### src/include/axi_mem_params_pkg_params.svh
// Width, memory depth and pipeline depth settings for the AXI memory pipeline
`ifndef AXI_MEM_PARAMS_PKG_PARAMS_SVH
`define AXI_MEM_PARAMS_PKG_PARAMS_SVH

// Byte address width
`define AXI_ADDR_W 16

// Data bus width, a whole number of bytes
`define AXI_DATA_W 32

// Transaction ID width
`define AXI_ID_W 4

// 1024 words of 32 bits, so 4 KiB of storage
`define MEM_WORDS_LOG2 10

// Skid stages per channel in the default build
`define MEM_REG_STAGES 2

`endif

### src/hdl/axi_mem_pkg.sv
// Shared vector types, channel beats, response codes and controller states
`default_nettype none

`include "axi_mem_params_pkg_params.svh"

package axi_mem_pkg;

    typedef logic [`AXI_ADDR_W-1:0]       addr_t;
    typedef logic [`AXI_DATA_W-1:0]       data_t;
    typedef logic [`AXI_DATA_W/8-1:0]     strb_t;
    typedef logic [`AXI_ID_W-1:0]         id_t;
    typedef logic [1:0]                   resp_t;
    typedef logic [`MEM_WORDS_LOG2-1:0]   word_idx_t;

    localparam resp_t RESP_OKAY   = 2'b00;
    localparam resp_t RESP_SLVERR = 2'b10;

    // Address channels share one layout
    typedef struct packed {
        id_t   id;
        addr_t addr;
    } aw_beat_t;

    typedef struct packed {
        id_t   id;
        addr_t addr;
    } ar_beat_t;

    typedef struct packed {
        data_t data;
        strb_t strb;
    } w_beat_t;

    typedef struct packed {
        id_t   id;
        resp_t resp;
    } b_beat_t;

    typedef struct packed {
        id_t   id;
        data_t data;
        resp_t resp;
    } r_beat_t;

    typedef enum logic [2:0] {
        IDLE,
        WRITE,
        READ,
        READ_DATA,
        RESP
    } ctrl_state_t;

endpackage

`default_nettype wire

### src/hdl/axi_mem_if.sv
// Five-channel AXI memory port with single-beat transfers and IDs
`timescale 1ns/1ps
`default_nettype none

interface axi_mem_if
(
    input logic clk,
    input logic rst_n
);
    import axi_mem_pkg::*;

    // Write address
    logic     awvalid;
    logic     awready;
    aw_beat_t aw;

    // Write data
    logic     wvalid;
    logic     wready;
    w_beat_t  w;

    // Write response
    logic     bvalid;
    logic     bready;
    b_beat_t  b;

    // Read address
    logic     arvalid;
    logic     arready;
    ar_beat_t ar;

    // Read data
    logic     rvalid;
    logic     rready;
    r_beat_t  r;

    modport master
    (
        input  clk, rst_n,
        output awvalid, aw, wvalid, w, arvalid, ar, bready, rready,
        input  awready, wready, arready, bvalid, b, rvalid, r
    );

    modport slave
    (
        input  clk, rst_n,
        input  awvalid, aw, wvalid, w, arvalid, ar, bready, rready,
        output awready, wready, arready, bvalid, b, rvalid, r
    );

endinterface

`default_nettype wire

### src/hdl/mem_ctrl.sv
// Memory controller that serves single-beat AXI reads and writes in order
`timescale 1ns/1ps
`default_nettype none

`include "axi_mem_params_pkg_params.svh"

module mem_ctrl
(
    axi_mem_if.slave                mem,

    output logic                    wr_en,
    output axi_mem_pkg::word_idx_t  wr_idx,
    output axi_mem_pkg::data_t      wr_data,
    output axi_mem_pkg::strb_t      wr_strb,

    output logic                    rd_en,
    output axi_mem_pkg::word_idx_t  rd_idx,
    input  axi_mem_pkg::data_t      rd_data
);
    import axi_mem_pkg::*;

    localparam int IDX_LSB = $clog2($bits(strb_t));
    localparam int IDX_MSB = IDX_LSB + `MEM_WORDS_LOG2 - 1;

    ctrl_state_t state;
    logic        last_rd;
    logic        take_wr;
    logic        take_rd;
    logic        aw_ok;
    logic        ar_ok;
    logic        req_ok;
    word_idx_t   req_idx;
    data_t       req_data;
    strb_t       req_strb;
    b_beat_t     b_q;
    id_t         r_id;
    resp_t       r_resp;
    data_t       r_data;

    function automatic logic addr_in_range(addr_t addr);
        return (addr >> (IDX_MSB + 1)) == '0;
    endfunction

    assign aw_ok = addr_in_range(mem.aw.addr);
    assign ar_ok = addr_in_range(mem.ar.addr);

    // Writes need both halves; when both kinds wait, the one not served last wins
    assign take_wr = (state == IDLE) && mem.awvalid && mem.wvalid && (!mem.arvalid || last_rd);
    assign take_rd = (state == IDLE) && mem.arvalid && !take_wr;

    assign mem.awready = take_wr;
    assign mem.wready  = take_wr;
    assign mem.arready = take_rd;

    // Out-of-range reads never touch the array and return zero
    assign r_data = req_ok ? rd_data : '0;

    // In RESP, last_rd tells which response is waiting
    assign mem.bvalid = (state == WRITE) || ((state == RESP) && !last_rd);
    assign mem.rvalid = (state == READ_DATA) || ((state == RESP) && last_rd);
    assign mem.b      = b_q;
    assign mem.r      = '{id: r_id, data: r_data, resp: r_resp};

    assign wr_en   = (state == WRITE) && req_ok;
    assign wr_idx  = req_idx;
    assign wr_data = req_data;
    assign wr_strb = req_strb;
    assign rd_en   = (state == READ) && req_ok;
    assign rd_idx  = req_idx;

    always_ff @(posedge mem.clk or negedge mem.rst_n)
    begin
        if (!mem.rst_n)
        begin
            state   <= IDLE;
            last_rd <= 1'b0;
        end
        else
        begin
            case (state)
                IDLE:
                begin
                    if (take_wr || take_rd)
                    begin
                        state   <= take_wr ? WRITE : READ;
                        last_rd <= take_rd;
                    end
                end
                // Array write happens here while b is offered
                WRITE:     state <= mem.bready ? IDLE : RESP;
                READ:      state <= READ_DATA;
                // Array word sits on rd_data here while r is offered
                READ_DATA: state <= mem.rready ? IDLE : RESP;
                RESP:
                begin
                    if (last_rd ? mem.rready : mem.bready)
                    begin
                        state <= IDLE;
                    end
                end
                default:   state <= IDLE;
            endcase
        end
    end

    always_ff @(posedge mem.clk)
    begin
        if (take_wr)
        begin
            req_ok    <= aw_ok;
            req_idx   <= mem.aw.addr[IDX_MSB:IDX_LSB];
            req_data  <= mem.w.data;
            req_strb  <= mem.w.strb;
            b_q.id    <= mem.aw.id;
            b_q.resp  <= aw_ok ? RESP_OKAY : RESP_SLVERR;
        end
        if (take_rd)
        begin
            req_ok    <= ar_ok;
            req_idx   <= mem.ar.addr[IDX_MSB:IDX_LSB];
            r_id      <= mem.ar.id;
            r_resp    <= ar_ok ? RESP_OKAY : RESP_SLVERR;
        end
    end

endmodule

`default_nettype wire

### src/flat_wrapper.sv
// flat-port wrapper written by rule: the top's interface ports become plain ports
module mem_ctrl_flat import axi_mem_pkg::*;
  (wr_en, wr_idx, wr_data, wr_strb, rd_en, rd_idx, rd_data, clk, rst_n, mem_awvalid, mem_aw, mem_wvalid, mem_w, mem_arvalid, mem_ar, mem_bready, mem_rready, mem_awready, mem_wready, mem_arready, mem_bvalid, mem_b, mem_rvalid, mem_r);
  axi_mem_if mem_i (.clk(clk), .rst_n(rst_n));
  output logic wr_en;
  output axi_mem_pkg::word_idx_t wr_idx;
  output axi_mem_pkg::data_t wr_data;
  output axi_mem_pkg::strb_t wr_strb;
  output logic rd_en;
  output axi_mem_pkg::word_idx_t rd_idx;
  input  axi_mem_pkg::data_t rd_data;
  input wire logic clk;
  input wire logic rst_n;
  input wire logic [$bits(mem_i.awvalid)-1:0] mem_awvalid;
  input wire logic [$bits(mem_i.aw)-1:0] mem_aw;
  input wire logic [$bits(mem_i.wvalid)-1:0] mem_wvalid;
  input wire logic [$bits(mem_i.w)-1:0] mem_w;
  input wire logic [$bits(mem_i.arvalid)-1:0] mem_arvalid;
  input wire logic [$bits(mem_i.ar)-1:0] mem_ar;
  input wire logic [$bits(mem_i.bready)-1:0] mem_bready;
  input wire logic [$bits(mem_i.rready)-1:0] mem_rready;
  output wire logic [$bits(mem_i.awready)-1:0] mem_awready;
  output wire logic [$bits(mem_i.wready)-1:0] mem_wready;
  output wire logic [$bits(mem_i.arready)-1:0] mem_arready;
  output wire logic [$bits(mem_i.bvalid)-1:0] mem_bvalid;
  output wire logic [$bits(mem_i.b)-1:0] mem_b;
  output wire logic [$bits(mem_i.rvalid)-1:0] mem_rvalid;
  output wire logic [$bits(mem_i.r)-1:0] mem_r;
  assign mem_i.awvalid = mem_awvalid;
  assign mem_i.aw = mem_aw;
  assign mem_i.wvalid = mem_wvalid;
  assign mem_i.w = mem_w;
  assign mem_i.arvalid = mem_arvalid;
  assign mem_i.ar = mem_ar;
  assign mem_i.bready = mem_bready;
  assign mem_i.rready = mem_rready;
  assign mem_awready = mem_i.awready;
  assign mem_wready = mem_i.wready;
  assign mem_arready = mem_i.arready;
  assign mem_bvalid = mem_i.bvalid;
  assign mem_b = mem_i.b;
  assign mem_rvalid = mem_i.rvalid;
  assign mem_r = mem_i.r;
  mem_ctrl u_core (.mem(mem_i), .wr_en(wr_en), .wr_idx(wr_idx), .wr_data(wr_data), .wr_strb(wr_strb), .rd_en(rd_en), .rd_idx(rd_idx), .rd_data(rd_data));
endmodule
### config.mk
export PLATFORM = sky130hd
export DESIGN_NAME = mem_ctrl_flat
export DESIGN_NICKNAME = d
export VERILOG_FILES = /design/src/hdl/axi_mem_pkg.sv /design/src/hdl/axi_mem_if.sv /design/src/hdl/mem_ctrl.sv /design/src/flat_wrapper.sv
export VERILOG_INCLUDE_DIRS = /design/src /design/src/include
export SDC_FILE = /design/constraint.sdc
export NUM_CORES = 1
export LEC_CHECK = 0
export ABC_AREA = 0
export CORE_AREA = 2 2 85 87
export DETAILED_ROUTE_END_ITERATION = 16
export DIE_AREA = 0 0 87 89
export DONT_BUFFER_PORTS = 1
export SLEW_MARGIN = 20
export SYNTH_ARGS = -nofsm -noshare
export SYNTH_HDL_FRONTEND = slang
export SYNTH_SLANG_ARGS = --single-unit
### constraint.sdc
create_clock -name clk -period 1.9 [get_ports clk]
set_input_delay 0.19 -clock clk [delete_from_list [all_inputs] [get_ports clk]]
set_output_delay 0.19 -clock clk [all_outputs]
set_load 0.01 [all_outputs]
==> impl_metrics.yaml <==
cts:
  cts_root_buf: "clkbuf_8"
  clk_pin_slew_worst_paths_ps: 70
  cts_buffer_depth: 2
  clock_latency_ps: 330
  cts_tree: "yes"
  cts_buffers: 9
  htreeDepth: 3
  cts.sinks: 61
timing:
  fin_crit_sh_pct: 95.71
  fin_skew_ps: 7.610
  rsz0062_at_grt: "false"
  drv_slew: 0
  setup_viol: 0
  whs_ps: 58.00
  finalSetupTns_ps: 0
  finalWorstSetupSlack_ps: 81.57
  period_needed_ps: 1818
  max_freq_mhz: 549.9
  hold_viol_final: 0
yosys:
  yosys_warnings: 0
  synth-seq-area-share_pct: 72.47
  synth_ff_type: "edfxtp_1"
  yosysUniqueCellTypes: 29
  syn_inst: 152
  synthArstFlopShare_pct: 6.557
  syn_area_mm2: 0.002500
  syn_area_per_cell_um2: 16.45
  synth_edf_count: 57
  ys_seq_elements: 61
pwr:
  power.switching_w: 0.001309
  comb_power_share_pct: 21.7
  powerDensity_mw_per_mm2: 1266
  seqPwrFrac_pct: 51.2
  pwr-share-clk_pct: 27.1
  p_int_w: 0.002843
  p_leak_nw: 1.163
  irDropWorstVdd_mv: 0.5105
  p_sw_share_pct: 31.53
floorplan:
  fp.dieW_um: 87
  die_area_mm2: 0.007743
  die_y_um: 89
  io_pins: 222
  initial_core_util_pct: 37.21
  core_area_mm2: 0.006719
  rows: 30
min_path:
  hp-class: "in -> reg"
critical_path:
  arrival_ps: 1630
  crit_path_end_kind: "output port"
  critPathMaxFanout: 11
  critPathLaunchType: "flop"
  crit_required_ps: 1710
  path_class: "reg -> out"
global_route:
  grt_max_degree: 44
  grt-ovfl-total: 0
  antenna_found_initial: 0
  grt_first_pass_wirelength_um: 8252
  grt_pass1_vias: 1466
  gr-usage-all-layers_pct: 14.57
layout:
  final_cell_count_no_fill: 287
  seq_area_mm2: 0.001817
  drive_above_1_share_pct: 21.74
  final_cell_mix: "edfxtp_1 (57), dlygate4sd3_1 (47), and2_1 (32), clkbuf_8 (9), mux2_4 (8)"
  multi_input_area_um2: 554.3
  diodes: 0
  final_common_cell: "edfxtp_1"
  final_nets: 317
  area_growth_pct: 31.18
  fin_util_pct: 48.81
  fillers: 551
drt:
  via_per_inst: 5.038
  num_vias: 1446
  first_iter_violations: 64
  post_drt_wl_per_cell_um: 21.52
  wirelength_um: 6175
  antenna_left: 0
  dr.pass1.iters: 4
  drc: 0
place:
  placed_cells: 222
  dp_slack_ps: 245.0
  portBuffers: 0
  gp_congestion: 0.7485
  dp_hpwl_um: 4203
outcome:
  outcome: "finished, final reports clean"
job:
  drv_cap: 0
==> power groups by stage <==
stage          logic (W)  registers [W]  clock network (W)
5_1_grt         0.000967        0.00216            0.00122
3_5_place_dp    0.000745        0.00214                  0
3_3_place_gp    0.000724        0.00213                  0
4_1_cts         0.000851        0.00212            0.00115
2_1_floorplan   0.000751        0.00201                  0
6_report        0.000900        0.00213            0.00113
==> routing by layer <==
layer / part of all wire (%) / GRT usage [%] / vias to the layer above
li1: - / - / 643
met1: 36 / 17.03 / 700
met2: 55 / 24.36 / 99
met3: 8.0 / 5.448 / 4
met4: 0.71 / 5.966 / 0
met5: 0 / 0 / -
==> state kept, by name (all words and copies together), names as in the netlist, 3 cells and up <==
register,flops
u_core.wr_strb,4
u_core.rd_idx,10
u_core.wr_data,32
u_core.state,3
u_core.mem.b,5
u_core.r_id,4
==> cells in the mapped netlist, types with 2 or more instances <==
master	number	share of area, %
clkbuf_1	3	0.45
buf_4	13	3.9
mux2_4	8	4.8
and2_1	32	8.0
a21oi_1	4	0.80
mux2i_1	2	0.80
nor3_1	3	0.60
or4_1	2	0.60
mux2_2	3	1.4
edfxtp_1	57	68
nand3_1	2	0.40
buf_6	2	0.90
dfrtp_1	4	4.0
inv_1	2	0.30
==> logic make-up (layout without fill, tap and decap cells) <==
family          Yosys count  in the layout  share of synthesized area, %
buf+inv                  20             74                         5.555
other cells               1              2                        0.1500
compound gates            8              8                         1.852
simple gates             49             49                         13.01
flops                    61             61                         72.47
mux                      13             13                         6.957
==> through the flow <==
step	cell area (um2)	power (W)
2_1_floorplan	2505	0.002759
3_3_place_gp	2539	0.002851
3_5_place_dp	2539	0.002886
4_1_cts	3213	0.004119
5_1_grt	3279	0.004348
6_report	3279	0.004152
==> final cells by class <==
class	instances	area share [%]
Clock buffer	9	3.777
Inverter	2	0.3434
Timing Repair Buffer	56	18.20
Clock inverter	7	2.327
Multi-Input combinational cell	72	16.90
Sequential cell	61	55.40
Tap cell	80	3.052
==> path summary, 6_finish.rpt <==
path	start	to	slack (ps)	cells after the start
worst max-delay path	u_core.state[0]	mem_awready	80	4
worst min-delay path	mem_arvalid	u_core.state[1]	60	2
worst max register to register	u_core.state[0]	u_core.last_rd	230	5
worst min register to register	u_core.state[0]	u_core.state[0]	560	1
max in group asynchronous	rst_n	u_core.state[2]	1570	1
min in group asynchronous	rst_n	u_core.state[0]	140	1
==> critical path, stage by stage (launching register included) <==
cell and delay [ps]:
dfrtp_2 470, nor3_4 220, buf_4 150, and4_4 300, buf_16 160
==> repair_timing <==
action | in CTS | in global routing
endpoints found under the setup margin | 1 | 4
buffers inserted | 0 | 0
gates cloned | 0 | 2
hold buffers | 47 | 0
gates resized for setup | 1 | 6
endpoints found under the hold margin | 49 | 0
(Power assumes the default switching activity.)
