`src/include/axi_mem_params_pkg_params.svh`:
```
// Width, memory depth and pipeline depth settings for the AXI memory pipeline
`ifndef AXI_MEM_PARAMS_PKG_PARAMS_SVH
`define AXI_MEM_PARAMS_PKG_PARAMS_SVH

// Byte address width
`define AXI_ADDR_W 16

// Data bus width, a whole number of bytes
`define AXI_DATA_W 32

// Transaction ID width
`define AXI_ID_W 4

// 1024 words of 32 bits, so 4 KiB of storage
`define MEM_WORDS_LOG2 10

// Skid stages per channel in the default build
`define MEM_REG_STAGES 2

`endif

```
`src/hdl/axi_mem_pkg.sv`:
```
// Shared vector types, channel beats, response codes and controller states
`default_nettype none

`include "axi_mem_params_pkg_params.svh"

package axi_mem_pkg;

    typedef logic [`AXI_ADDR_W-1:0]       addr_t;
    typedef logic [`AXI_DATA_W-1:0]       data_t;
    typedef logic [`AXI_DATA_W/8-1:0]     strb_t;
    typedef logic [`AXI_ID_W-1:0]         id_t;
    typedef logic [1:0]                   resp_t;
    typedef logic [`MEM_WORDS_LOG2-1:0]   word_idx_t;

    localparam resp_t RESP_OKAY   = 2'b00;
    localparam resp_t RESP_SLVERR = 2'b10;

    // Address channels share one layout
    typedef struct packed {
        id_t   id;
        addr_t addr;
    } aw_beat_t;

    typedef struct packed {
        id_t   id;
        addr_t addr;
    } ar_beat_t;

    typedef struct packed {
        data_t data;
        strb_t strb;
    } w_beat_t;

    typedef struct packed {
        id_t   id;
        resp_t resp;
    } b_beat_t;

    typedef struct packed {
        id_t   id;
        data_t data;
        resp_t resp;
    } r_beat_t;

    typedef enum logic [2:0] {
        IDLE,
        WRITE,
        READ,
        READ_DATA,
        RESP
    } ctrl_state_t;

endpackage

`default_nettype wire

```
`src/hdl/axi_mem_if.sv`:
```
// Five-channel AXI memory port with single-beat transfers and IDs
`timescale 1ns/1ps
`default_nettype none

interface axi_mem_if
(
    input logic clk,
    input logic rst_n
);
    import axi_mem_pkg::*;

    // Write address
    logic     awvalid;
    logic     awready;
    aw_beat_t aw;

    // Write data
    logic     wvalid;
    logic     wready;
    w_beat_t  w;

    // Write response
    logic     bvalid;
    logic     bready;
    b_beat_t  b;

    // Read address
    logic     arvalid;
    logic     arready;
    ar_beat_t ar;

    // Read data
    logic     rvalid;
    logic     rready;
    r_beat_t  r;

    modport master
    (
        input  clk, rst_n,
        output awvalid, aw, wvalid, w, arvalid, ar, bready, rready,
        input  awready, wready, arready, bvalid, b, rvalid, r
    );

    modport slave
    (
        input  clk, rst_n,
        input  awvalid, aw, wvalid, w, arvalid, ar, bready, rready,
        output awready, wready, arready, bvalid, b, rvalid, r
    );

endinterface

`default_nettype wire

```
`src/hdl/axi_mem_reg.sv`:
```
// Configurable chain of skid stages on all five AXI memory channels
`timescale 1ns/1ps
`default_nettype none

`include "axi_mem_params_pkg_params.svh"

module axi_mem_reg
#(
    parameter int N_REG_STAGES = `MEM_REG_STAGES
)
(
    axi_mem_if.slave  mem_master,
    axi_mem_if.master mem_slave
);
    import axi_mem_pkg::*;

    // Element 0 faces the traffic source, element N_REG_STAGES the memory.
    // With no stages both ends are the same element and the path is wires.
    axi_mem_if pipe[N_REG_STAGES+1] (.clk(mem_master.clk), .rst_n(mem_master.rst_n));

    assign pipe[0].awvalid          = mem_master.awvalid;
    assign pipe[0].aw               = mem_master.aw;
    assign pipe[0].wvalid           = mem_master.wvalid;
    assign pipe[0].w                = mem_master.w;
    assign pipe[0].arvalid          = mem_master.arvalid;
    assign pipe[0].ar               = mem_master.ar;
    assign pipe[0].bready           = mem_master.bready;
    assign pipe[0].rready           = mem_master.rready;
    assign mem_master.awready       = pipe[0].awready;
    assign mem_master.wready        = pipe[0].wready;
    assign mem_master.arready       = pipe[0].arready;
    assign mem_master.bvalid        = pipe[0].bvalid;
    assign mem_master.b             = pipe[0].b;
    assign mem_master.rvalid        = pipe[0].rvalid;
    assign mem_master.r             = pipe[0].r;

    assign mem_slave.awvalid        = pipe[N_REG_STAGES].awvalid;
    assign mem_slave.aw             = pipe[N_REG_STAGES].aw;
    assign mem_slave.wvalid         = pipe[N_REG_STAGES].wvalid;
    assign mem_slave.w              = pipe[N_REG_STAGES].w;
    assign mem_slave.arvalid        = pipe[N_REG_STAGES].arvalid;
    assign mem_slave.ar             = pipe[N_REG_STAGES].ar;
    assign mem_slave.bready         = pipe[N_REG_STAGES].bready;
    assign mem_slave.rready         = pipe[N_REG_STAGES].rready;
    assign pipe[N_REG_STAGES].awready = mem_slave.awready;
    assign pipe[N_REG_STAGES].wready  = mem_slave.wready;
    assign pipe[N_REG_STAGES].arready = mem_slave.arready;
    assign pipe[N_REG_STAGES].bvalid  = mem_slave.bvalid;
    assign pipe[N_REG_STAGES].b       = mem_slave.b;
    assign pipe[N_REG_STAGES].rvalid  = mem_slave.rvalid;
    assign pipe[N_REG_STAGES].r       = mem_slave.r;

    genvar s;
    generate
        for (s = 1; s <= N_REG_STAGES; s = s + 1)
        begin : stage
            // Requests move toward the memory
            ready_enable_skid #(.WIDTH($bits(aw_beat_t))) aw_skid
            (
                .clk(pipe[s].clk), .rst_n(pipe[s].rst_n),
                .enable_from_src(pipe[s-1].awvalid), .data_from_src(pipe[s-1].aw),
                .ready_to_src(pipe[s-1].awready),
                .enable_to_dst(pipe[s].awvalid), .data_to_dst(pipe[s].aw),
                .ready_from_dst(pipe[s].awready)
            );

            ready_enable_skid #(.WIDTH($bits(w_beat_t))) w_skid
            (
                .clk(pipe[s].clk), .rst_n(pipe[s].rst_n),
                .enable_from_src(pipe[s-1].wvalid), .data_from_src(pipe[s-1].w),
                .ready_to_src(pipe[s-1].wready),
                .enable_to_dst(pipe[s].wvalid), .data_to_dst(pipe[s].w),
                .ready_from_dst(pipe[s].wready)
            );

            ready_enable_skid #(.WIDTH($bits(ar_beat_t))) ar_skid
            (
                .clk(pipe[s].clk), .rst_n(pipe[s].rst_n),
                .enable_from_src(pipe[s-1].arvalid), .data_from_src(pipe[s-1].ar),
                .ready_to_src(pipe[s-1].arready),
                .enable_to_dst(pipe[s].arvalid), .data_to_dst(pipe[s].ar),
                .ready_from_dst(pipe[s].arready)
            );

            // Responses move back toward the source
            ready_enable_skid #(.WIDTH($bits(b_beat_t))) b_skid
            (
                .clk(pipe[s].clk), .rst_n(pipe[s].rst_n),
                .enable_from_src(pipe[s].bvalid), .data_from_src(pipe[s].b),
                .ready_to_src(pipe[s].bready),
                .enable_to_dst(pipe[s-1].bvalid), .data_to_dst(pipe[s-1].b),
                .ready_from_dst(pipe[s-1].bready)
            );

            ready_enable_skid #(.WIDTH($bits(r_beat_t))) r_skid
            (
                .clk(pipe[s].clk), .rst_n(pipe[s].rst_n),
                .enable_from_src(pipe[s].rvalid), .data_from_src(pipe[s].r),
                .ready_to_src(pipe[s].rready),
                .enable_to_dst(pipe[s-1].rvalid), .data_to_dst(pipe[s-1].r),
                .ready_from_dst(pipe[s-1].rready)
            );
        end
    endgenerate

endmodule

`default_nettype wire

```
`src/hdl/ready_enable_skid.sv`:
```
// Single register stage for a ready/valid channel with a skid buffer
`timescale 1ns/1ps
`default_nettype none

module ready_enable_skid
#(
    parameter int WIDTH = 1
)
(
    input  logic             clk,
    input  logic             rst_n,

    input  logic             enable_from_src,
    input  logic [WIDTH-1:0] data_from_src,
    output logic             ready_to_src,

    output logic             enable_to_dst,
    output logic [WIDTH-1:0] data_to_dst,
    input  logic             ready_from_dst
);

    logic             main_free;
    logic             src_xfer;
    logic             skid_valid;
    logic [WIDTH-1:0] skid_data;

    // Main register can take a new beat when empty or draining
    assign main_free = !enable_to_dst || ready_from_dst;
    assign src_xfer  = enable_from_src && ready_to_src;

    always_ff @(posedge clk or negedge rst_n)
    begin
        if (!rst_n)
        begin
            enable_to_dst <= 1'b0;
            skid_valid    <= 1'b0;
            ready_to_src  <= 1'b0;
        end
        else if (main_free)
        begin
            // A parked beat goes first; ready was low while it was parked
            enable_to_dst <= skid_valid || src_xfer;
            skid_valid    <= 1'b0;
            ready_to_src  <= 1'b1;
        end
        else if (src_xfer)
        begin
            // Stalled with a beat arriving, so park it and close the input
            skid_valid    <= 1'b1;
            ready_to_src  <= 1'b0;
        end
    end

    always_ff @(posedge clk)
    begin
        if (main_free)
        begin
            data_to_dst <= skid_valid ? skid_data : data_from_src;
        end
        else if (src_xfer)
        begin
            skid_data <= data_from_src;
        end
    end

endmodule

`default_nettype wire

```
`src/flat_wrapper.sv`:
```
// flat-port wrapper written by rule: the top's interface ports become plain ports
module axi_mem_reg_flat import axi_mem_pkg::*;
#(
    parameter int N_REG_STAGES = `MEM_REG_STAGES
)
  (clk, rst_n, mem_master_awvalid, mem_master_aw, mem_master_wvalid, mem_master_w, mem_master_arvalid, mem_master_ar, mem_master_bready, mem_master_rready, mem_master_awready, mem_master_wready, mem_master_arready, mem_master_bvalid, mem_master_b, mem_master_rvalid, mem_master_r, mem_slave_awvalid, mem_slave_aw, mem_slave_wvalid, mem_slave_w, mem_slave_arvalid, mem_slave_ar, mem_slave_bready, mem_slave_rready, mem_slave_awready, mem_slave_wready, mem_slave_arready, mem_slave_bvalid, mem_slave_b, mem_slave_rvalid, mem_slave_r);
  axi_mem_if mem_master_i (.clk(clk), .rst_n(rst_n));
  axi_mem_if mem_slave_i (.clk(clk), .rst_n(rst_n));
  input wire logic clk;
  input wire logic rst_n;
  input wire logic [$bits(mem_master_i.awvalid)-1:0] mem_master_awvalid;
  input wire logic [$bits(mem_master_i.aw)-1:0] mem_master_aw;
  input wire logic [$bits(mem_master_i.wvalid)-1:0] mem_master_wvalid;
  input wire logic [$bits(mem_master_i.w)-1:0] mem_master_w;
  input wire logic [$bits(mem_master_i.arvalid)-1:0] mem_master_arvalid;
  input wire logic [$bits(mem_master_i.ar)-1:0] mem_master_ar;
  input wire logic [$bits(mem_master_i.bready)-1:0] mem_master_bready;
  input wire logic [$bits(mem_master_i.rready)-1:0] mem_master_rready;
  output wire logic [$bits(mem_master_i.awready)-1:0] mem_master_awready;
  output wire logic [$bits(mem_master_i.wready)-1:0] mem_master_wready;
  output wire logic [$bits(mem_master_i.arready)-1:0] mem_master_arready;
  output wire logic [$bits(mem_master_i.bvalid)-1:0] mem_master_bvalid;
  output wire logic [$bits(mem_master_i.b)-1:0] mem_master_b;
  output wire logic [$bits(mem_master_i.rvalid)-1:0] mem_master_rvalid;
  output wire logic [$bits(mem_master_i.r)-1:0] mem_master_r;
  output wire logic [$bits(mem_slave_i.awvalid)-1:0] mem_slave_awvalid;
  output wire logic [$bits(mem_slave_i.aw)-1:0] mem_slave_aw;
  output wire logic [$bits(mem_slave_i.wvalid)-1:0] mem_slave_wvalid;
  output wire logic [$bits(mem_slave_i.w)-1:0] mem_slave_w;
  output wire logic [$bits(mem_slave_i.arvalid)-1:0] mem_slave_arvalid;
  output wire logic [$bits(mem_slave_i.ar)-1:0] mem_slave_ar;
  output wire logic [$bits(mem_slave_i.bready)-1:0] mem_slave_bready;
  output wire logic [$bits(mem_slave_i.rready)-1:0] mem_slave_rready;
  input wire logic [$bits(mem_slave_i.awready)-1:0] mem_slave_awready;
  input wire logic [$bits(mem_slave_i.wready)-1:0] mem_slave_wready;
  input wire logic [$bits(mem_slave_i.arready)-1:0] mem_slave_arready;
  input wire logic [$bits(mem_slave_i.bvalid)-1:0] mem_slave_bvalid;
  input wire logic [$bits(mem_slave_i.b)-1:0] mem_slave_b;
  input wire logic [$bits(mem_slave_i.rvalid)-1:0] mem_slave_rvalid;
  input wire logic [$bits(mem_slave_i.r)-1:0] mem_slave_r;
  assign mem_master_i.awvalid = mem_master_awvalid;
  assign mem_master_i.aw = mem_master_aw;
  assign mem_master_i.wvalid = mem_master_wvalid;
  assign mem_master_i.w = mem_master_w;
  assign mem_master_i.arvalid = mem_master_arvalid;
  assign mem_master_i.ar = mem_master_ar;
  assign mem_master_i.bready = mem_master_bready;
  assign mem_master_i.rready = mem_master_rready;
  assign mem_master_awready = mem_master_i.awready;
  assign mem_master_wready = mem_master_i.wready;
  assign mem_master_arready = mem_master_i.arready;
  assign mem_master_bvalid = mem_master_i.bvalid;
  assign mem_master_b = mem_master_i.b;
  assign mem_master_rvalid = mem_master_i.rvalid;
  assign mem_master_r = mem_master_i.r;
  assign mem_slave_awvalid = mem_slave_i.awvalid;
  assign mem_slave_aw = mem_slave_i.aw;
  assign mem_slave_wvalid = mem_slave_i.wvalid;
  assign mem_slave_w = mem_slave_i.w;
  assign mem_slave_arvalid = mem_slave_i.arvalid;
  assign mem_slave_ar = mem_slave_i.ar;
  assign mem_slave_bready = mem_slave_i.bready;
  assign mem_slave_rready = mem_slave_i.rready;
  assign mem_slave_i.awready = mem_slave_awready;
  assign mem_slave_i.wready = mem_slave_wready;
  assign mem_slave_i.arready = mem_slave_arready;
  assign mem_slave_i.bvalid = mem_slave_bvalid;
  assign mem_slave_i.b = mem_slave_b;
  assign mem_slave_i.rvalid = mem_slave_rvalid;
  assign mem_slave_i.r = mem_slave_r;
  axi_mem_reg #(.N_REG_STAGES(N_REG_STAGES)) u_core (.mem_master(mem_master_i), .mem_slave(mem_slave_i));
endmodule
```
`config.mk`:
```
export PLATFORM = sky130hd
export DESIGN_NAME = axi_mem_reg_flat
export DESIGN_NICKNAME = d
export VERILOG_FILES = /design/src/hdl/axi_mem_pkg.sv /design/src/hdl/axi_mem_if.sv /design/src/hdl/axi_mem_reg.sv /design/src/hdl/ready_enable_skid.sv /design/src/flat_wrapper.sv
export VERILOG_INCLUDE_DIRS = /design/src /design/src/include
export SDC_FILE = /design/constraint.sdc
export NUM_CORES = 1
export LEC_CHECK = 0
export BUFFER_PORTS_ARGS = -buffer_cell sky130_fd_sc_hd__buf_4
export CAP_MARGIN = 15
export CORE_MARGIN = 4
export CORE_UTILIZATION = 60
export DETAILED_ROUTE_END_ITERATION = 10
export PLACE_DENSITY_LB_ADDON = 0.3
export SLEW_MARGIN = 30
export SYNTH_ARGS = -nofsm -noshare
export SYNTH_HDL_FRONTEND = slang
export SYNTH_SLANG_ARGS = --single-unit
```
`constraint.sdc`:
```
create_clock -name clk -period 8.6 [get_ports clk]
set_clock_uncertainty 0.05 [all_clocks]
set_input_delay 0.43 -clock clk [delete_from_list [all_inputs] [get_ports clk]]
set_output_delay 0.43 -clock clk [all_outputs]
set_load 0.005 [all_outputs]
```
==> results of run 1 <==
-- flip-flops by register name, indices dropped and copies added, names as in the netlist, 12 cells and up --
signal                            cells
u_core.stage.w_skid.data_to_dst      72
u_core.stage.ar_skid.skid_data       40
u_core.stage.r_skid.skid_data        76
u_core.stage.aw_skid.data_to_dst     40
u_core.stage.w_skid.skid_data        72
u_core.stage.r_skid.data_to_dst      76
u_core.stage.aw_skid.skid_data       40
u_core.stage.ar_skid.data_to_dst     40
u_core.stage.b_skid.data_to_dst      12
u_core.stage.b_skid.skid_data        12
-- cell families (layout without fill, tap and decap cells) --
kind of cell | count (synthesis) | in the layout | share of synthesized area
simple gates | 50 | 50 | 0.0115
compound gates | 20 | 20 | 0.00675
mux | 240 | 240 | 0.149
flops | 510 | 510 | 0.818
buf+inv | 36 | 394 | 0.0139
-- cells in the mapped netlist --
cell / number
dfrtp_1: 30
inv_1: 10
clkbuf_8: 2
buf_4: 4
a21o_1: 10
mux2_2: 222
buf_6: 10
a21oi_1: 10
mux2_4: 18
edfxtp_1: 480
buf_2: 10
nand2_1: 20
nor2_1: 20
nand2b_1: 10
-- cell usage in the layout, fill, tap and decap left out, types with 4 or more instances in the layout --
cell type and instances:
a21o_1 10, mux2_4 18, clkbuf_16 51, nor2_4 6, inv_1 10, dfrtp_1 28, clkinv_1 8, edfxtp_1 480
dlygate4sd3_1 18, buf_16 4, buf_4 270, clkbuf_8 7, mux2_2 222, nand2_1 20, clkbuf_1 10, nand2b_1 4
clkinv_2 11, nor2_1 14, nand2b_2 5, a21oi_1 10
-- final timing paths --
kind | start | end | depth (start not counted)
max | u_core.stage[2].aw_skid.ready_to_src | u_core.stage[1].aw_skid.skid_data[6] | 2
min | mem_slave_r[21] | u_core.stage[2].r_skid.skid_data[21] | 1
max reg2reg | u_core.stage[2].aw_skid.ready_to_src | u_core.stage[1].aw_skid.skid_data[6] | 2
min reg2reg | u_core.stage[1].aw_skid.data_to_dst[3] | u_core.stage[2].aw_skid.skid_data[3] | 0
max in group asynchronous | rst_n | u_core.stage[2].r_skid.skid_valid | 2
min in group asynchronous | rst_n | u_core.stage[2].w_skid.skid_valid | 2
-- per-stage QoR --
stage	hold slack, ns	cells	cell area, um^2	util
floorplan	0.0844	856	18500	-
global placement	0.377	1496	20900	0.684
detailed placement	0.384	1501	21000	0.689
CTS	0.0000536	1610	22800	0.746
global route	0.000726	1610	22800	0.747
finish	0.0263	1610	22800	0.747
-- worst max-delay path, stage by stage, from the launching register on --
cell	delay [ns]
dfrtp_1	0.41
nand2b_2	0.50
nor2_4	0.64
-- layer usage --
layer,GRT usage,vias to the layer above,wire length [um]
li1,-,3986,-
met1,0.262,4284,13500
met2,0.325,265,16400
met3,0.0546,71,2410
met4,0.0606,8,876
met5,0,-,48
-- power breakdown --
part / internal [mW] / switching [mW] / total (mW) / leakage (nW)
clock: 1.20 / 0.860 / 2.06 / 0.783
sequential: 3.29 / 0.234 / 3.53 / 4.98
combinational: 0.516 / 0.395 / 0.911 / 2.60
total: 5.01 / 1.49 / 6.50 / 8.37
-- area by class of cell --
type / instances / area [um^2]
clock inverter: 23 / 163
fill: 1712 / 7730
timing repair buffer: 293 / 2330
tap: 396 / 495
clock buffer: 68 / 1410
inverter: 10 / 37.5
multi-input combinational: 310 / 3170
sequential: 510 / 15200
==> impl_metrics.env, run 1 <==
export IMPL_dieArea_um2=33800
export IMPL_yosysWarnings=0
export IMPL_syn_num_nets=988
export IMPL_worst_ep_required_time_ns=8.71
export IMPL_drive_gt1_frac=0.496
export IMPL_synth_seq_cells=510
export IMPL_criticalPathCategory="reg2reg"
export IMPL_htreeDepth=2
export IMPL_drt_total_wl_mm=33.2
export IMPL_min_path_type="in2reg"
export IMPL_first_iter_violations=569
export IMPL_period_share=0.231
export IMPL_portBuffers=261
export IMPL_drc=0
export IMPL_antenna_left=0
export IMPL_std_cell_rows=64
export IMPL_relSlewSlack=0.399
export IMPL_fin_nets=1306
export IMPL_clk_insertion_delay_late_ns=0.54
export IMPL_finalCriticalPeriod_ns=1.98
export IMPL_cts_resized=0
export IMPL_r2r_slack_ns=6.62
export IMPL_die_h_um=184
export IMPL_synthCells=856
export IMPL_drv_cap=0
export IMPL_vias=8614
export IMPL_worst_setup_path_start_kind="register"
export IMPL_fin_ws_ns=6.62
export IMPL_clock_path_buffers=3
export IMPL_syn_area_per_cell_um2=21.6
export IMPL_dr_pass1_iters=5
export IMPL_ys_seq_area_frac=0.818
export IMPL_critPathMaxFanout=24
export IMPL_postCtsSetupRepairBufs=0
export IMPL_grt_pass1_vias=9156
export IMPL_ir_drop_v=0.000228
export IMPL_wl_per_cell_um=20.6
export IMPL_netlist_area_um2=18500
export IMPL_start_util=0.607
export IMPL_synth_area_leader_cell="edfxtp_1"
export IMPL_critical_path_arrival_ns=2.09
export IMPL_synth_distinct_cells=14
export IMPL_dp_slack_ns=6.02
export IMPL_routabilityCongestion=0.764
export IMPL_synthToLayoutAreaGrowth_pct=23.0
export IMPL_root_buffer="clkbuf_16"
export IMPL_design_core_area_um2=30500
export IMPL_grt_antenna_before_repair=4
export IMPL_synth_top_cell_area_share=0.778
export IMPL_cts_tree="done"
export IMPL_cts_buffers=49
export IMPL_power_mw=6.50
export IMPL_power_leakage_nw=8.37
export IMPL_rsz0062_at_grt="no"
export IMPL_cp_end_kind="register"
export IMPL_clock_sinks=510
export IMPL_worstMarginPinSlew_ns=0.902
export IMPL_grt_max_degree=43
export IMPL_power_density_nw_per_um2=285
export IMPL_die_w_um=184
export IMPL_cts_hold_buf=18
export IMPL_synthTopCellsByArea="edfxtp_1, mux2_2, dfrtp_1, mux2_4, buf_6"
export IMPL_fin_tns_setup_ns=0
export IMPL_status="completed"
export IMPL_dpl_hpwl_mm=21.0
export IMPL_setup_viol=0
export IMPL_n_antenna_cell=0
export IMPL_hold_viol_final=0
export IMPL_via_per_inst=5.35
export IMPL_grt_use_total=0.197
export IMPL_cts_clk_slew_worst_paths_ns=0.06
export IMPL_overflow=0
export IMPL_ioPinCount=262
export IMPL_drv_slew=0
export IMPL_grt_pass1_wl_mm=51.9
export IMPL_fmax_mhz=504
No activity file was read; power rests on OpenSTA's default activity.
==> inputs of run 2 (changes only) <==
ABC_AREA = 1   (was default)
CORE_UTILIZATION = 57   (was 60)
clock period = 1.9 ns   (was 8.6 ns; I/O delays follow)
==> impl_metrics.env, run 2 <==
export IMPL_grt_pass1_wl_mm=57.8
export IMPL_die_h_um=188
export IMPL_synthCells=1378
export IMPL_synthXorXnorAreaFrac=0
export IMPL_r2r_slack_ns=0.40
export IMPL_fmax_mhz=667
export IMPL_synth_mux_area_frac=0
export IMPL_r2r_end="u_core.stage[2].r_skid.skid_data[4]"
export IMPL_first_iter_violations=812
export IMPL_synth_edf_count=480
export IMPL_htreeDepth=2
export IMPL_synthTopCellsByArea="edfxtp_1, nand2_1, dfrtp_1, buf_2, inv_1"
export IMPL_synth_compound_area_frac=0.00404
export IMPL_drt_total_wl_mm=36.6
export IMPL_grt_max_degree=39
export IMPL_nFillCells=1856
export IMPL_ys_seq_area_frac=0.817
export IMPL_power_density_nw_per_um2=1250
export IMPL_clock_path_buffers=3
export IMPL_max_stage_delay_ns=0.40
export IMPL_netlist_area_um2=18600
export IMPL_seqCellArea_um2=15200
export IMPL_status="completed"
export IMPL_cts_tree="done"
export IMPL_yosys_most_used_dff="edfxtp_1"
export IMPL_cts_buffers=50
export IMPL_critical_path_arrival_ns=1.67
export IMPL_routabilityCongestion=0.791
export IMPL_cts_resized=0
export IMPL_std_cell_rows=65
export IMPL_layout_commonest_cell="nand2_1"
export IMPL_die_w_um=188
export IMPL_synth_fa_ha_area_frac=0
export IMPL_dpl_hpwl_mm=23.0
export IMPL_post_route_util=0.753
export IMPL_synth_top_family_by_area="simple AND/OR/NAND/NOR gates"
export IMPL_ys_top_cells_by_count="nand2_1, edfxtp_1, buf_2, dfrtp_1, inv_1"
export IMPL_synth_area_leader_cell="edfxtp_1"
export IMPL_ir_drop_v=0.000899
export IMPL_critPathMaxFanout=38
export IMPL_synth_top_cell_area_share=0.776
export IMPL_rsz0062_at_grt="no"
export IMPL_clock_sinks=510
export IMPL_yosysWarnings=0
export IMPL_drc=0
export IMPL_finalCriticalPeriod_ns=1.50
export IMPL_drv_slew=0
export IMPL_dr_pass1_iters=5
export IMPL_antenna_left=0
export IMPL_vias=11300
export IMPL_grt_use_total=0.203
export IMPL_min_path_type="in2async"
export IMPL_synthToLayoutAreaGrowth_pct=29.3
export IMPL_start_util=0.582
export IMPL_overflow=0
export IMPL_rr_startpoint="u_core.stage[1].r_skid.ready_to_src"
export IMPL_ioPinCount=262
export IMPL_setup_viol=0
export IMPL_layout_common_cells="nand2_1, edfxtp_1, buf_4, dlygate4sd3_1, clkbuf_16"
export IMPL_grt_pass1_vias=11300
export IMPL_portBuffers=261
export IMPL_drv_cap=0
export IMPL_yosysMostFrequentCell="nand2_1"
export IMPL_cp_cell_sequence="inv_1 > nand2_4 > nor2_4 > buf_12"
export IMPL_cpMaxStageDelayCell="dfrtp_1"
export IMPL_via_per_inst=4.97
export IMPL_postCtsSetupRepairBufs=0
export IMPL_crit_family="flip-flops"
export IMPL_hold_viol_final=0
export IMPL_syn_area_per_cell_um2=13.5
export IMPL_relSlewSlack=0.569
export IMPL_synthArstFlopShare=0.0588
export IMPL_worst_ep_required_time_ns=2.07
export IMPL_dieArea_um2=35500
export IMPL_reg2reg_depth=4
export IMPL_power_leakage_nw=10.1
export IMPL_worstMarginPinSlew_ns=0.646
export IMPL_criticalPathCategory="reg2reg"
export IMPL_cp_end_kind="register"
export IMPL_top_regs="u_core.stage.r_skid.data_to_dst x76, u_core.stage.r_skid.skid_data x76"
export IMPL_fin_nets=1933
export IMPL_clk_insertion_delay_late_ns=0.54
export IMPL_synth_distinct_cells=13
export IMPL_grt_antenna_before_repair=5
export IMPL_multi_input_area_um2=3090
export IMPL_crit_buf_inv=2
export IMPL_synth_seq_cells=510
export IMPL_drive_gt1_frac=0.202
export IMPL_root_buffer="clkbuf_16"
export IMPL_fin_tns_setup_ns=0
export IMPL_period_share=0.789
export IMPL_synth_simple_gate_area_frac=0.158
export IMPL_worst_setup_path_start_kind="register"
export IMPL_design_core_area_um2=31900
export IMPL_wl_per_cell_um=16.0
export IMPL_syn_num_nets=1510
export IMPL_cts_clk_slew_worst_paths_ns=0.06
## run 2: per-layer routing
| metal | up-vias | global-route usage | share of wire |
|---|---|---|---|
| li1 | 5491 | - | - |
| met1 | 5339 | 0.257 | 0.40 |
| met2 | 417 | 0.354 | 0.50 |
| met3 | 89 | 0.0346 | 0.064 |
| met4 | 2 | 0.0757 | 0.035 |
| met5 | - | 0 | 0.00033 |
## run 2: area by class of cell
| class | instances | area share |
|---|---|---|
| clock inverters | 27 | 0.00959 |
| multi-input cells | 790 | 0.129 |
| inverters | 30 | 0.00469 |
| diodes | 4 | 0.000417 |
| repair buffers | 419 | 0.147 |
| flip-flops and latches | 510 | 0.632 |
| clock buffers | 65 | 0.0553 |
| well taps | 435 | 0.0227 |
## run 2: cell families (layout without fill, tap and decap cells)
group,after synthesis,count (layout)
AO/OA/AOI/OAI,15,15
buffers and inverters,78,541
flip-flops,510,510
other,0,4
AND/OR/NAND/NOR,775,775
## run 2: worst max-delay path by stage
stage / to / cells past startpoint / start
CTS: u_core.stage[1].r_skid.skid_data[10] / 3 / u_core.stage[1].r_skid.enable_to_dst
detailed placement: u_core.stage[1].r_skid.skid_data[10] / 3 / u_core.stage[1].r_skid.enable_to_dst
global route: u_core.stage[1].r_skid.skid_data[6] / 3 / u_core.stage[1].r_skid.enable_to_dst
finish: u_core.stage[2].r_skid.skid_data[4] / 4 / u_core.stage[1].r_skid.ready_to_src
global placement: u_core.stage[2].r_skid.skid_data[8] / 4 / u_core.stage[1].r_skid.ready_to_src
floorplan: u_core.stage[2].r_skid.skid_data[0] / 3 / u_core.stage[1].r_skid.ready_to_src
## run 2: repair_timing
action,in CTS,in global routing
hold buffers,131,0
endpoints found under the setup margin,0,0
hold endpoints to repair,291,0
## run 2: metrics by stage
step / cell area [um^2] / setup WS (ns) / instances / hold WS, ns / power [mW]
after global routing: 24000 / 0.320 / 2280 / 0.0641 / 31.5
final: 24000 / 0.401 / 2280 / 0.0407 / 30.1
after global placement: 21100 / 0.468 / 2053 / 0.0364 / 20.5
after detailed placement: 21100 / 0.410 / 2053 / 0.0397 / 20.7
after floorplan: 18700 / 0.0569 / 1378 / -0.251 / 18.1
after CTS: 24000 / 0.396 / 2276 / 0.00161 / 30.2
## run 2: power breakdown
group	internal [mW]	switching (mW)	total (mW)
Clock	5.36	3.95	9.31
Sequential	15.1	0.860	16.0
Combinational	2.08	2.70	4.78
==> inputs of run 3 (changes only) <==
clock period = 1.6 ns   (was 1.9 ns; I/O delays follow)
==> impl_metrics.env, run 3 (same netlist as run 2, synthesis figures left out) <==
export IMPL_status="completed"
export IMPL_grt_use_total=0.220
export IMPL_wl_per_cell_um=17.2
export IMPL_postCtsSetupRepairBufs=0
export IMPL_grt_max_degree=41
export IMPL_power_density_nw_per_um2=1480
export IMPL_drive_gt1_frac=0.211
export IMPL_design_core_area_um2=31900
export IMPL_cp_end_kind="register"
export IMPL_synthToLayoutAreaGrowth_pct=30.3
export IMPL_min_path_type="in2reg"
export IMPL_cts_tree="done"
export IMPL_fin_nets=1948
export IMPL_switchingPower_mw=9.02
export IMPL_routabilityCongestion=0.816
export IMPL_htreeDepth=2
export IMPL_dp_slack_ns=0.186
export IMPL_start_util=0.582
export IMPL_std_cell_rows=65
export IMPL_power_frac_comb=0.166
export IMPL_first_iter_violations=834
export IMPL_ir_drop_v=0.00121
export IMPL_ioPinCount=262
export IMPL_vias=11400
export IMPL_portBuffers=261
export IMPL_drt_total_wl_mm=39.3
export IMPL_layout_commonest_cell="nand2_1"
export IMPL_dpl_hpwl_mm=23.9
export IMPL_period_share=0.885
export IMPL_top_usage_layer="met2"
export IMPL_fmax_mhz=706
export IMPL_fin_ws_ns=0.184
export IMPL_drv_cap=0
export IMPL_finalCriticalPeriod_ns=1.42
export IMPL_p_sw_frac=0.251
export IMPL_hold_slack_ns=0.220
export IMPL_dieArea_um2=35500
export IMPL_layout_common_cells="nand2_1, edfxtp_1, buf_4, dlygate4sd3_1, clkbuf_16"
export IMPL_gr_usage_met3=0.0432
export IMPL_root_buffer="clkbuf_16"
export IMPL_grt_antenna_before_repair=1
export IMPL_die_w_um=188
export IMPL_drc=0
export IMPL_criticalPathCategory="reg2reg"
export IMPL_dr_pass1_iters=5
export IMPL_worst_setup_path_start_kind="register"
export IMPL_p_int_mw=26.9
export IMPL_grt_pass1_wl_mm=62.4
export IMPL_clock_sinks=510
export IMPL_overflow=0
export IMPL_worst_ep_required_time_ns=1.77
export IMPL_power_leakage_nw=10.2
export IMPL_nFillCells=1795
export IMPL_grt_pass1_vias=11800
export IMPL_top_regs="u_core.stage.r_skid.data_to_dst x76, u_core.stage.r_skid.skid_data x76"
export IMPL_hold_viol_final=0
export IMPL_grt_use_met2=0.395
export IMPL_via_per_inst=5.00
export IMPL_clk_insertion_delay_late_ns=0.54
export IMPL_drv_slew=0
export IMPL_cts_clk_slew_worst_paths_ns=0.07
export IMPL_worstMarginPinSlew_ns=0.660
export IMPL_rsz0062_at_grt="no"
export IMPL_clock_path_buffers=3
export IMPL_grt_met1_usage=0.269
export IMPL_critPathMaxFanout=17
export IMPL_antenna_left=0
export IMPL_seqPwrFrac=0.530
export IMPL_p_clk_frac=0.304
export IMPL_critical_path_arrival_ns=1.59
export IMPL_setup_viol=0
export IMPL_relSlewSlack=0.559
export IMPL_cts_buffers=49
export IMPL_die_h_um=188
==> run 3: worst max-delay path: stages (launching register included) <==
cell	delay [ns]
dfrtp_1	0.41
inv_2	0.11
nand2_8	0.12
nor2_4	0.17
buf_4	0.24
==> run 3: per-layer routing <==
layer	part of all wire	vias to the layer above
met2	0.52	381
met3	0.058	83
met4	0.034	0
li1	-	5518
met1	0.38	5467
met5	0	-
==> run 3: power by group through the flow <==
stage	clock [mW]	combinational, mW	sequential [mW]
detailed placement	0	5.63	19.3
floorplan	0	2.54	19.1
global route	11.7	6.58	19.3
finish	10.9	5.94	19.0
CTS	11.0	5.94	19.0
global placement	0	5.46	19.1
==> run 3: final cells by class <==
type / count / area [um^2] / area share
Sequential cell: 510 / 15200 / 0.627
Timing Repair Buffer: 435 / 3710 / 0.153
Multi-Input combinational cell: 790 / 3140 / 0.130
Clock buffer: 57 / 1280 / 0.0528
Tap cell: 435 / 544 / 0.0225
Clock inverter: 29 / 238 / 0.00983
Inverter: 30 / 113 / 0.00465
Antenna cell: 2 / 5.00 / 0.000207
==> run 3: worst paths after layout <==
path,from,to,slack (ns),cells after the start
worst max-delay path,u_core.stage[2].w_skid.ready_to_src,u_core.stage[1].w_skid.skid_data[3],0.18,4
max in group asynchronous,rst_n,u_core.stage[1].aw_skid.enable_to_dst,0.48,3
worst min-delay path,mem_slave_r[8],u_core.stage[2].r_skid.skid_data[8],0.22,2
min in group asynchronous,rst_n,u_core.stage[1].aw_skid.ready_to_src,0.60,3
worst max register to register,u_core.stage[2].w_skid.ready_to_src,u_core.stage[1].w_skid.skid_data[3],0.18,4
worst min register to register,u_core.stage[2].r_skid.data_to_dst[31],u_core.stage[1].r_skid.skid_data[31],0.40,0
==> run 3: metrics by stage <==
stage	power [mW]	util	cell area (um^2)	cells	TNS, ns
global placement	24.6	0.669	21300	2066	0
detailed placement	24.9	0.669	21300	2066	0
floorplan	21.6	-	18700	1378	-15.30
finish	35.9	0.759	24200	2288	0
CTS	36.0	0.759	24200	2286	0
global route	37.5	0.759	24200	2287	0
==> run 3: what timing repair did <==
| item | CTS | global route |
|---|---|---|
| endpoints found under the hold margin | 309 | 0 |
| resized for setup | 0 | 0 |
| hold buffers | 134 | 0 |
